### config.mk
export PLATFORM = sky130hd
export DESIGN_NAME = la32_dec_top
export DESIGN_NICKNAME = d
export VERILOG_FILES = /design/src/hw/la32_dec_pkg.sv /design/src/hw/fifo_if.sv /design/src/hw/la32_dec_top.sv /design/src/hw/decode_stage.sv /design/src/hw/inst_decoder.sv /design/src/hw/ir_fifo.sv
export SDC_FILE = /design/constraint.sdc
export NUM_CORES = 1
export LEC_CHECK = 0
export BUFFER_PORTS_ARGS = -buffer_cell sky130_fd_sc_hd__buf_4
export CORE_UTILIZATION = 59
export DETAILED_ROUTE_END_ITERATION = 12
export HOLD_SLACK_MARGIN = 0.05
export PLACE_DENSITY_LB_ADDON = 0.2
export SLEW_MARGIN = 10
export SYNTH_ARGS = -nofsm -noshare
export SYNTH_HDL_FRONTEND = slang
export SYNTH_SLANG_ARGS = --single-unit
### constraint.sdc
create_clock -name clk -period 5.9 [get_ports clk]
set_clock_uncertainty 0.15 [all_clocks]
set_input_delay 0.59 -clock clk [delete_from_list [all_inputs] [get_ports clk]]
set_output_delay 0.59 -clock clk [all_outputs]
set_load 0.005 [all_outputs]
### src/hw/la32_dec_pkg.sv
package la32_dec_pkg;

    localparam int fetch_depth = 4;             // Fetch queue entries
    localparam int issue_depth = 4;             // Issue queue entries

    localparam int xlen      = 32;
    localparam int reg_w     = 5;               // Register index
    localparam int subtype_w = 5;
    localparam int excp_w    = 16;              // CSR number or exception code

    typedef enum logic [3:0] {
        unit_alu    = 4'd0,
        unit_br     = 4'd1,
        unit_div    = 4'd2,
        unit_priv   = 4'd3,
        unit_mul    = 4'd4,
        unit_dcache = 4'd5,
        unit_atomic = 4'd6,
        unit_cnt    = 4'd7,
        unit_link   = 4'd8                      // ALU writeback plus branch
    } unit_t;

    typedef enum logic [3:0] {
        alu_and    = 4'd0,
        alu_or     = 4'd1,
        alu_nor    = 4'd2,
        alu_xor    = 4'd3,
        alu_add    = 4'd4,
        alu_sub    = 4'd5,
        alu_sll    = 4'd6,
        alu_srl    = 4'd7,
        alu_sra    = 4'd8,
        alu_slt    = 4'd9,
        alu_sltu   = 4'd10,
        alu_pass_a = 4'd11,
        alu_pass_b = 4'd12,
        alu_add4   = 4'd13                      // Return address
    } alu_op_t;

    // Operand layout of an instruction, picks register fields and immediate
    typedef enum logic [3:0] {
        fmt_none, fmt_3r, fmt_rj, fmt_rd, fmt_ui5, fmt_si12, fmt_ui12, fmt_u20,
        fmt_si14, fmt_br16, fmt_b26, fmt_bl, fmt_csr, fmt_cacop, fmt_code
    } fmt_t;

    // Bit order is branch, src1 pc, src2 imm, reg write, mem write, mem read
    localparam logic [5:0] fl_none  = 6'b000000;
    localparam logic [5:0] fl_rw    = 6'b000100;
    localparam logic [5:0] fl_rwi   = 6'b001100;
    localparam logic [5:0] fl_ld    = 6'b000101;
    localparam logic [5:0] fl_st    = 6'b000010;
    localparam logic [5:0] fl_br    = 6'b100000;
    localparam logic [5:0] fl_link  = 6'b110100;
    localparam logic [5:0] fl_pcrel = 6'b011100;

    typedef struct packed {
        logic [xlen-1:0] pc;
        logic [31:0]     ir;
    } fetch_pkt_t;

    typedef struct packed {
        alu_op_t              alu_op;
        logic [1:0]           pc_src;           // 1 for branch target
        logic [1:0]           alu_src1;         // 1 for pc
        logic [1:0]           alu_src2;         // 1 for immediate
        unit_t                unit;
        logic [subtype_w-1:0] subtype;
        logic                 reg_write;
        logic                 mem_write;
        logic                 mem_read;
    } ctrl_t;

    typedef struct packed {
        logic [xlen-1:0]   pc;
        ctrl_t             ctrl;
        logic [reg_w-1:0]  rk;
        logic [reg_w-1:0]  rj;
        logic [reg_w-1:0]  rd;
        logic [xlen-1:0]   imm;
        logic [excp_w-1:0] excp_arg;
        logic              ine;                 // Illegal instruction
    } dec_pkt_t;

endpackage
### src/hw/fifo_if.sv
`timescale 1ns/1ps

interface fifo_if #(
    parameter type payload_t = logic
);

    logic     push;
    payload_t push_data;
    logic     full;
    logic     pop;
    payload_t pop_data;                         // Head entry
    logic     empty;

    modport producer (output push, output push_data, input full);

    modport consumer (output pop, input pop_data, input empty);

    // Storage side of the queue
    modport queue (
        input  push, input  push_data, output full,
        input  pop,  output pop_data,  output empty
    );

endinterface

### src/hw/la32_dec_top.sv
`timescale 1ns/1ps

module la32_dec_top
    import la32_dec_pkg::*;
(
    input  logic              clk,
    input  logic              arst_n,
    input  logic              in_push,
    input  logic [xlen-1:0]   in_pc,
    input  logic [31:0]       in_ir,
    output logic              in_full,
    input  logic              out_pop,
    output logic              out_valid,
    output logic [xlen-1:0]   out_pc,
    output ctrl_t             out_ctrl,
    output logic [reg_w-1:0]  out_rk,
    output logic [reg_w-1:0]  out_rj,
    output logic [reg_w-1:0]  out_rd,
    output logic [xlen-1:0]   out_imm,
    output logic [excp_w-1:0] out_excp_arg,
    output logic              out_ine
);

    fifo_if #(.payload_t(fetch_pkt_t)) fetch_bus ();
    fifo_if #(.payload_t(dec_pkt_t))   issue_bus ();

    assign fetch_bus.push      = in_push;
    assign fetch_bus.push_data = '{pc: in_pc, ir: in_ir};
    assign in_full             = fetch_bus.full;

    ir_fifo #(
        .payload_t (fetch_pkt_t),
        .depth     (fetch_depth)
    ) fetch_q (
        .clk    (clk),
        .arst_n (arst_n),
        .q      (fetch_bus.queue)
    );

    decode_stage decode_stage_i (
        .clk    (clk),
        .arst_n (arst_n),
        .fetch  (fetch_bus.consumer),
        .issue  (issue_bus.producer)
    );

    ir_fifo #(
        .payload_t (dec_pkt_t),
        .depth     (issue_depth)
    ) issue_q (
        .clk    (clk),
        .arst_n (arst_n),
        .q      (issue_bus.queue)
    );

    assign issue_bus.pop = out_pop;
    assign out_valid     = !issue_bus.empty;        // Head entry is valid

    assign out_pc       = issue_bus.pop_data.pc;
    assign out_ctrl     = issue_bus.pop_data.ctrl;
    assign out_rk       = issue_bus.pop_data.rk;
    assign out_rj       = issue_bus.pop_data.rj;
    assign out_rd       = issue_bus.pop_data.rd;
    assign out_imm      = issue_bus.pop_data.imm;
    assign out_excp_arg = issue_bus.pop_data.excp_arg;
    assign out_ine      = issue_bus.pop_data.ine;

endmodule

### src/hw/decode_stage.sv
`timescale 1ns/1ps

module decode_stage
    import la32_dec_pkg::*;
(
    input  logic     clk,
    input  logic     arst_n,
    fifo_if.consumer fetch,
    fifo_if.producer issue
);

    logic     xfer;
    dec_pkt_t dec;

    // One entry moves per cycle when both queues allow it
    assign xfer = !fetch.empty && !issue.full;

    inst_decoder inst_decoder_i (
        .ir  (fetch.pop_data.ir),
        .pc  (fetch.pop_data.pc),
        .dec (dec)
    );

    assign fetch.pop       = xfer;
    assign issue.push      = xfer;
    assign issue.push_data = dec;                   // Carries the fetch pc along

    a_no_push_full: assert property (
        @(posedge clk) disable iff (!arst_n) issue.push |-> !issue.full
    ) else $error("decode_stage push into full issue queue");

endmodule

### src/hw/inst_decoder.sv
`timescale 1ns/1ps

module inst_decoder
    import la32_dec_pkg::*;
(
    input  logic [31:0]     ir,
    input  logic [xlen-1:0] pc,
    output dec_pkt_t        dec
);

    typedef struct packed {
        fmt_t  fmt;
        ctrl_t ctrl;
    } row_t;

    row_t              r;
    logic              ine;
    logic              nop;                     // PRELD and DBAR
    logic              use_rj;
    logic              use_rd;
    logic [xlen-1:0]   imm;
    logic [excp_w-1:0] excp_arg;

    function automatic row_t row(alu_op_t op, unit_t u, logic [subtype_w-1:0] st,
                                 fmt_t f, logic [5:0] fl);
        row_t x;
        x.fmt            = f;
        x.ctrl.alu_op    = op;
        x.ctrl.pc_src    = {1'b0, fl[5]};
        x.ctrl.alu_src1  = {1'b0, fl[4]};
        x.ctrl.alu_src2  = {1'b0, fl[3]};
        x.ctrl.unit      = u;
        x.ctrl.subtype   = st;
        x.ctrl.reg_write = fl[2];
        x.ctrl.mem_write = fl[1];
        x.ctrl.mem_read  = fl[0];
        return x;
    endfunction

    // Fields of ir[31:15] grouped as 31:26, 25:22 and 21:15
    always_comb
    begin
        r   = '0;
        ine = 1'b0;
        nop = 1'b0;
        casez (ir[31:15])
            17'b000000_0000_0000000:
                if (ir[14:11] != 4'b1100)
                    ine = 1'b1;
                else if (!ir[10] && ir[9:5] != 5'd0)
                    r = row(alu_and, unit_cnt, 5'd0, fmt_rj, fl_none);     // RDCNTID.W
                else if (!ir[10] && ir[4:0] != 5'd0)
                    r = row(alu_and, unit_cnt, 5'd1, fmt_rd, fl_none);     // RDCNTVL.W
                else if (ir[10] && ir[9:5] == 5'd0)
                    r = row(alu_and, unit_cnt, 5'd2, fmt_rd, fl_none);     // RDCNTVH.W
                else
                    ine = 1'b1;
            17'b000000_0000_0100000: r = row(alu_add, unit_alu, 5'd0, fmt_3r, fl_rw);  // ADD.W
            17'b000000_0000_0100010: r = row(alu_sub, unit_alu, 5'd0, fmt_3r, fl_rw);  // SUB.W
            17'b000000_0000_0100100: r = row(alu_slt, unit_alu, 5'd0, fmt_3r, fl_rw);
            17'b000000_0000_0100101: r = row(alu_sltu, unit_alu, 5'd0, fmt_3r, fl_rw);
            17'b000000_0000_0101000: r = row(alu_nor, unit_alu, 5'd0, fmt_3r, fl_rw);
            17'b000000_0000_0101001: r = row(alu_and, unit_alu, 5'd0, fmt_3r, fl_rw);
            17'b000000_0000_0101010: r = row(alu_or, unit_alu, 5'd0, fmt_3r, fl_rw);
            17'b000000_0000_0101011: r = row(alu_xor, unit_alu, 5'd0, fmt_3r, fl_rw);
            17'b000000_0000_0101110: r = row(alu_sll, unit_alu, 5'd0, fmt_3r, fl_rw);  // SLL.W
            17'b000000_0000_0101111: r = row(alu_srl, unit_alu, 5'd0, fmt_3r, fl_rw);  // SRL.W
            17'b000000_0000_0110000: r = row(alu_sra, unit_alu, 5'd0, fmt_3r, fl_rw);  // SRA.W
            17'b000000_0000_0111000: r = row(alu_and, unit_mul, 5'd0, fmt_3r, fl_rw);  // MUL.W
            17'b000000_0000_0111001: r = row(alu_and, unit_mul, 5'd1, fmt_3r, fl_rw);  // MULH.W
            17'b000000_0000_0111010: r = row(alu_and, unit_mul, 5'd2, fmt_3r, fl_rw);  // MULH.WU
            17'b000000_0000_1000000: r = row(alu_and, unit_div, 5'd0, fmt_3r, fl_rw);  // DIV.W
            17'b000000_0000_1000001: r = row(alu_and, unit_div, 5'd1, fmt_3r, fl_rw);  // MOD.W
            17'b000000_0000_1000010: r = row(alu_and, unit_div, 5'd2, fmt_3r, fl_rw);  // DIV.WU
            17'b000000_0000_1000011: r = row(alu_and, unit_div, 5'd3, fmt_3r, fl_rw);  // MOD.WU
            17'b000000_0000_1010100: r = row(alu_and, unit_priv, 5'd11, fmt_code, fl_none);
            17'b000000_0000_1010110: r = row(alu_and, unit_priv, 5'd12, fmt_code, fl_none);
            17'b000000_0001_0000001: r = row(alu_sll, unit_alu, 5'd0, fmt_ui5, fl_rwi);  // SLLI
            17'b000000_0001_0001001: r = row(alu_srl, unit_alu, 5'd0, fmt_ui5, fl_rwi);  // SRLI
            17'b000000_0001_0010001: r = row(alu_sra, unit_alu, 5'd0, fmt_ui5, fl_rwi);  // SRAI
            17'b000000_1000_???????: r = row(alu_slt, unit_alu, 5'd0, fmt_si12, fl_rwi);
            17'b000000_1001_???????: r = row(alu_sltu, unit_alu, 5'd0, fmt_si12, fl_rwi);
            17'b000000_1010_???????: r = row(alu_add, unit_alu, 5'd0, fmt_si12, fl_rwi);
            17'b000000_1101_???????: r = row(alu_and, unit_alu, 5'd0, fmt_ui12, fl_rwi);
            17'b000000_1110_???????: r = row(alu_or, unit_alu, 5'd0, fmt_ui12, fl_rwi);
            17'b000000_1111_???????: r = row(alu_xor, unit_alu, 5'd0, fmt_ui12, fl_rwi);
            17'b000001_00??_???????:                // CSR ops, rj selects the kind
                if (ir[9:5] == 5'd0)
                    r = row(alu_and, unit_priv, 5'd8, fmt_csr, fl_rw);     // CSRRD
                else if (ir[9:5] == 5'd1)
                    r = row(alu_and, unit_priv, 5'd9, fmt_csr, fl_none);   // CSRWR
                else
                    r = row(alu_and, unit_priv, 5'd10, fmt_csr, fl_rw);    // CSRXCHG
            17'b000001_1000_???????: r = row(alu_and, unit_priv, 5'd0, fmt_cacop, fl_none);
            17'b000001_1001_0010000:
                if (ir[14:0] == 15'h3800)
                    r = row(alu_and, unit_priv, 5'd6, fmt_none, fl_none);  // ERTN
                else
                    ine = 1'b1;                     // TLB ops land here too
            17'b000001_1001_0010001: r = row(alu_and, unit_priv, 5'd7, fmt_code, fl_none);
            17'b000101_0???_???????: r = row(alu_pass_b, unit_alu, 5'd0, fmt_u20, fl_rwi);
            17'b000111_0???_???????: r = row(alu_add, unit_alu, 5'd0, fmt_u20, fl_pcrel);
            17'b001000_00??_???????: r = row(alu_and, unit_atomic, 5'd0, fmt_si14, fl_ld);
            17'b001000_01??_???????: r = row(alu_and, unit_atomic, 5'd1, fmt_si14, fl_st);
            17'b001010_0000_???????: r = row(alu_and, unit_dcache, 5'd0, fmt_si12, fl_ld);
            17'b001010_0001_???????: r = row(alu_and, unit_dcache, 5'd1, fmt_si12, fl_ld);
            17'b001010_0010_???????: r = row(alu_and, unit_dcache, 5'd2, fmt_si12, fl_ld);
            17'b001010_0100_???????: r = row(alu_and, unit_dcache, 5'd3, fmt_si12, fl_st);
            17'b001010_0101_???????: r = row(alu_and, unit_dcache, 5'd4, fmt_si12, fl_st);
            17'b001010_0110_???????: r = row(alu_and, unit_dcache, 5'd5, fmt_si12, fl_st);
            17'b001010_1000_???????: r = row(alu_and, unit_dcache, 5'd6, fmt_si12, fl_ld);
            17'b001010_1001_???????: r = row(alu_and, unit_dcache, 5'd7, fmt_si12, fl_ld);
            17'b001010_1011_???????: nop = 1'b1;    // PRELD
            17'b001110_0001_1100100: nop = 1'b1;    // DBAR
            17'b001110_0001_1100101: r = row(alu_and, unit_dcache, 5'd8, fmt_none, fl_none);
            17'b010011_????_???????: r = row(alu_add4, unit_link, 5'd0, fmt_br16, fl_link);
            17'b010100_????_???????: r = row(alu_and, unit_br, 5'd0, fmt_b26, fl_br);  // B
            17'b010101_????_???????: r = row(alu_add4, unit_link, 5'd1, fmt_bl, fl_link);
            17'b010110_????_???????: r = row(alu_and, unit_br, 5'd1, fmt_br16, fl_br); // BEQ
            17'b010111_????_???????: r = row(alu_and, unit_br, 5'd2, fmt_br16, fl_br); // BNE
            17'b011000_????_???????: r = row(alu_and, unit_br, 5'd3, fmt_br16, fl_br); // BLT
            17'b011001_????_???????: r = row(alu_and, unit_br, 5'd4, fmt_br16, fl_br); // BGE
            17'b011010_????_???????: r = row(alu_and, unit_br, 5'd5, fmt_br16, fl_br); // BLTU
            17'b011011_????_???????: r = row(alu_and, unit_br, 5'd6, fmt_br16, fl_br); // BGEU
            default:
                ine = 1'b1;
        endcase
    end

    always_comb
    begin
        case (r.fmt)
            fmt_ui5:   imm = {27'd0, ir[14:10]};
            fmt_si12,
            fmt_cacop: imm = {{20{ir[21]}}, ir[21:10]};
            fmt_ui12:  imm = {20'd0, ir[21:10]};
            fmt_u20:   imm = {ir[24:5], 12'd0};                         // Upper 20 bits
            fmt_si14:  imm = {{18{ir[23]}}, ir[23:10]};
            fmt_br16:  imm = {{14{ir[25]}}, ir[25:10], 2'b00};
            fmt_b26,
            fmt_bl:    imm = {{4{ir[9]}}, ir[9:0], ir[25:10], 2'b00};   // offs[25:16] in ir[9:0]
            default:   imm = '0;
        endcase
    end

    always_comb
    begin
        case (r.fmt)
            fmt_csr:   excp_arg = {2'b00, ir[23:10]};   // CSR number
            fmt_code:  excp_arg = {1'b0, ir[14:0]};
            fmt_cacop: excp_arg = {11'd0, ir[4:0]};     // Cache op code
            default:   excp_arg = '0;
        endcase
    end

    assign use_rj = r.fmt inside {fmt_3r, fmt_rj, fmt_ui5, fmt_si12, fmt_ui12, fmt_si14,
                                  fmt_br16, fmt_cacop};
    assign use_rd = r.fmt inside {fmt_3r, fmt_rd, fmt_ui5, fmt_si12, fmt_ui12, fmt_u20,
                                  fmt_si14, fmt_br16, fmt_csr};

    assign dec.pc       = pc;
    assign dec.ctrl     = (ine || nop) ? '0 : r.ctrl;
    assign dec.rk       = (r.fmt == fmt_3r) ? ir[14:10] : 5'd0;
    assign dec.rj       = use_rj ? ir[9:5] : 5'd0;
    assign dec.rd       = (r.fmt == fmt_bl) ? 5'd1 : (use_rd ? ir[4:0] : 5'd0);  // BL links r1
    assign dec.imm      = imm;
    assign dec.excp_arg = excp_arg;
    assign dec.ine      = ine;

endmodule

### src/hw/ir_fifo.sv
`timescale 1ns/1ps

module ir_fifo #(
    parameter type payload_t = logic,
    parameter int  depth     = 4
) (
    input  logic  clk,
    input  logic  arst_n,
    fifo_if.queue q
);

    typedef logic [$clog2(depth)-1:0]   ptr_t;
    typedef logic [$clog2(depth+1)-1:0] cnt_t;

    payload_t mem [depth];
    ptr_t     wr_ptr;
    ptr_t     rd_ptr;
    cnt_t     count;
    logic     do_push;
    logic     do_pop;

    assign q.full  = (count == cnt_t'(depth));
    assign q.empty = (count == '0);

    assign do_push = q.push && !q.full;         // Push into a full queue is dropped
    assign do_pop  = q.pop && !q.empty;

    assign q.pop_data = mem[rd_ptr];

    always_ff @(posedge clk)
    begin
        if (do_push)
            mem[wr_ptr] <= q.push_data;
    end

    always_ff @(posedge clk or negedge arst_n)
    begin
        if (!arst_n)
        begin
            wr_ptr <= '0;
            rd_ptr <= '0;
            count  <= '0;
        end
        else
        begin
            if (do_push)
                wr_ptr <= (wr_ptr == ptr_t'(depth - 1)) ? '0 : wr_ptr + 1'b1;
            if (do_pop)
                rd_ptr <= (rd_ptr == ptr_t'(depth - 1)) ? '0 : rd_ptr + 1'b1;
            case ({do_push, do_pop})
                2'b10:   count <= count + 1'b1;
                2'b01:   count <= count - 1'b1;
                default: count <= count;        // Idle, or push and pop together
            endcase
        end
    end

    // The producer on the far side of the bus has to respect full
    a_no_push_full: assert property (
        @(posedge clk) disable iff (!arst_n) q.push |-> !q.full
    ) else $error("ir_fifo push while full");

    a_no_pop_empty: assert property (
        @(posedge clk) disable iff (!arst_n) q.pop |-> !q.empty
    ) else $error("ir_fifo pop while empty");

endmodule

==> impl_metrics.py <==
metrics = {
    "floorplanning": {
        "die_h_um": 222.5,
        "floorplan.initialDensity_pct": 59.93,
        "die-area_mm2": 0.04949,
        "io_pins": 188,
        "die_w_um": 222.5,
        "rows": 80,
        "core_area_mm2": 0.04785,
    },
    "detailed_routing": {
        "drtIter0Drc": 1435,
        "routed_wl_um": 66100,
        "ant_nets": 0,
        "wl_per_cell_um": 27.95,
        "drc": 0,
        "vias_per_cell": 6.306,
        "dr_total_vias": 14913,
        "firstDrtPassIters": 7,
    },
    "clocking": {
        "cts_setup_buffers": 0,
        "cts.clk_slew.worst_paths_ns": 0.06,
        "tritoncts": "yes",
        "clockRootBuffer": "clkbuf_16",
        "clock_latency_ns": 0.62,
        "cts_hold_buf": 65,
        "htreeDepth": 3,
        "clkSinkCount": 722,
        "cts-resized-gates": 0,
        "cts_buffer_depth": 3,
        "cts_made_buffers": 71,
    },
    "logic_synthesis": {
        "ys_warn_count": 0,
        "yosysSeqAreaShare_pct": 75.36,
        "syn_area_mm2": 0.02868,
        "postSynthAreaPerCell_um2": 20.07,
        "synthCells": 1429,
        "ys_seq_elements": 722,
        "ys.flop_type": "edfxtp_1",
        "synth_edf_count": 708,
        "post_synth_num_cell_types": 70,
        "async_reset_ff_share_pct": 1.939,
    },
    "power_and_ir_drop": {
        "p_int_mw": 13.65,
        "p_clk_share_pct": 21.7,
        "combPwrFrac_pct": 35.7,
        "p_sw_share_pct": 32.70,
        "cellPowerDensity_mw_per_mm2": 602.1,
        "p_sw_mw": 6.630,
        "p_seq_share_pct": 42.6,
        "leakage_nw": 11.55,
        "vdd_drop_max_v": 0.0004420,
    },
    "global_route": {
        "busiest_layer": "met2",
        "grt_overflow": 0,
        "grt_antenna_before_repair": 1,
        "grt_pass1_vias": 15449,
        "use_met3_pct": 4.285,
        "use_met2_pct": 45.80,
        "grt_max_degree": 67,
        "grt_pass1_wl_um": 98940,
        "grt_util_met1_pct": 37.93,
        "track_usage_pct": 27.57,
    },
    "placed_design": {
        "place_congestion": 0.9724,
        "placed_area_mm2": 0.03077,
        "place.port_buffers": 182,
        "hpwl_um": 41540,
        "dp_cells": 2172,
    },
    "final_layout": {
        "multi_input_area_mm2": 0.006626,
        "instances_no_fill": 2365,
        "seq_area_mm2": 0.02162,
        "n_fill_cell": 2953,
        "layout-area-overhead-vs-synth_pct": 17.43,
        "final_area_mm2": 0.03367,
        "fin_nets": 1777,
        "drive_gt1_share_pct": 28.76,
    },
    "worst_setup_path": {
        "cpMostUsedCell": "nand3_1",
        "worstPathRequired_ns": 6.02,
        "cp_max_fo": 25,
        "critPathMaxStageDelay_ns": 0.73,
        "cp_cell_sequence": "buf_4 > mux4_2 > nor2b_1 > nand3_1 > o22a_1 > and4_1 > nor2_1 > o21ai_2 > nand3_1",
        "crit_type": "flop to flop",
        "crit_family": "simple AND/OR/NAND/NOR gates",
        "cp_slowest_cell": "dfrtp_4",
        "endpoint_kind": "flop",
        "reg2reg_slack_ns": 1.01,
        "arrival_ns": 5.01,
        "cp-start-kind": "flop",
        "worst-path-buf-inv": 1,
    },
    "sta": {
        "rsz0062_at_grt": "false",
        "tns_ns": 0,
        "holdWs_ns": 0.2118,
        "worst_slew_pin_slew_ns": 1.036,
        "setup_viol": 0,
        "maxSlewViolCount": 0,
        "hold_violations": 0,
        "min_period_ns": 4.889,
        "relSlewSlack_pct": 30.95,
        "fmaxAchievable_mhz": 204.6,
        "fin_crit_sh_pct": 82.86,
    },
    "job": {
        "maxCapViolations": 0,
    },
    "min_path": {
        "worstHoldPathType": "input port to asynchronous set/reset pin",
    },
    "status": {
        "outcome": "finished clean",
    },
}
-- state kept, by name, indices dropped and copies added (netlist names) --
name	cells
fetch_q.rd_ptr	2
issue_q.mem	452
issue_q.rd_ptr	2
issue_q.wr_ptr	2
fetch_q.count	3
issue_q.count	3
fetch_q.mem	256
fetch_q.wr_ptr	2
-- power by group through the flow --
stage / logic [mW] / clock network (mW) / registers, mW
floorplan: 4.39 / 0 / 8.55
global placement: 7.18 / 0 / 8.62
detailed placement: 7.22 / 0 / 8.75
CTS: 7.30 / 4.45 / 8.66
global route: 7.70 / 4.66 / 8.79
finish: 7.24 / 4.39 / 8.64
-- area by class of cell --
type | count | share of cell area, %
diodes | 1 | 0.007431
multi-input cells | 600 | 19.68
clock inverters | 37 | 1.141
inverters | 31 | 0.3456
well taps | 615 | 2.285
clock buffers | 90 | 5.551
flip-flops and latches | 722 | 64.21
repair buffers | 269 | 6.777
-- path summary, 6_finish.rpt --
check | endpoint | start | cells after the start
setup / recovery | issue_q.mem[3][39] | fetch_q.rd_ptr[0] | 9
hold / removal | fetch_q.count[0] | arst_n | 2
setup reg to reg | issue_q.mem[3][39] | fetch_q.rd_ptr[0] | 9
hold reg to reg | issue_q.count[2] | issue_q.count[2] | 1
max in group asynchronous | fetch_q.rd_ptr[1] | arst_n | 2
min in group clk | issue_q.rd_ptr[0] | out_pop | 3
-- cells in the mapped netlist (6+ instances only) --
master / count / area share [%]
buf_4: 6 / 0.16
dfrtp_1: 14 / 1.2
inv_1: 31 / 0.41
xnor2_1: 6 / 0.18
clkbuf_1: 41 / 0.54
nand2_1: 61 / 0.80
nor2_1: 49 / 0.64
edfxtp_1: 708 / 74
buf_1: 21 / 0.27
buf_2: 9 / 0.16
o21ai_1: 11 / 0.19
nor3b_1: 6 / 0.16
a21oi_1: 18 / 0.31
or3_1: 11 / 0.24
a22oi_1: 17 / 0.45
nor3_1: 16 / 0.28
nand4_1: 7 / 0.15
nor2b_1: 13 / 0.28
mux2i_1: 7 / 0.24
ha_1: 12 / 0.52
nand3_1: 34 / 0.59
o22ai_1: 11 / 0.24
and3_1: 9 / 0.20
o21ai_0: 21 / 0.37
mux4_2: 176 / 14
and2_1: 15 / 0.33
nor4_1: 11 / 0.24
-- stage by stage --
step,setup slack [ns],total power [mW],util [%]
after global routing,0.7454,21.15,70.38
after floorplan,1.721,12.94,-
after CTS,1.072,20.41,70.37
final,1.011,20.27,70.38
after detailed placement,1.110,15.97,64.30
after global placement,1.150,15.80,64.30
-- cell usage in the layout, fill, tap and decap left out, drive strengths merged, types with 9 or more instances in the layout --
cell	instances
o21ai	33
and3	9
ha	12
a22oi	17
edfxtp	708
buf	204
or3	11
nand3	34
nor3	16
inv	35
mux4	176
nor2b	13
o22ai	11
dlygate4sd3	65
and2	15
nor4	14
clkinv	22
dfrtp	14
nand2	61
clkbuf	90
nor2	50
a21oi	18
-- cells by family after synthesis --
| logic type | after synthesis | synth area share [%] |
|---|---|---|
| adders and majority gates | 15 | 0.6981 |
| DFF | 722 | 75.36 |
| other | 1 | 0.01308 |
| xor gates and xnor gates | 11 | 0.3360 |
| AOI/OAI and AO/OA | 116 | 2.749 |
| muxes | 188 | 14.26 |
| and+or+nand+nor | 265 | 4.926 |
| buffers and inverters | 111 | 1.649 |
-- per-layer routing --
layer / routed length [um] / vias up
met2: 33640 / 536
met4: 1745 / 0
met5: 0 / -
li1: - / 6428
met3: 3766 / 109
met1: 26940 / 7840
Power figures use the tool's default switching activity.
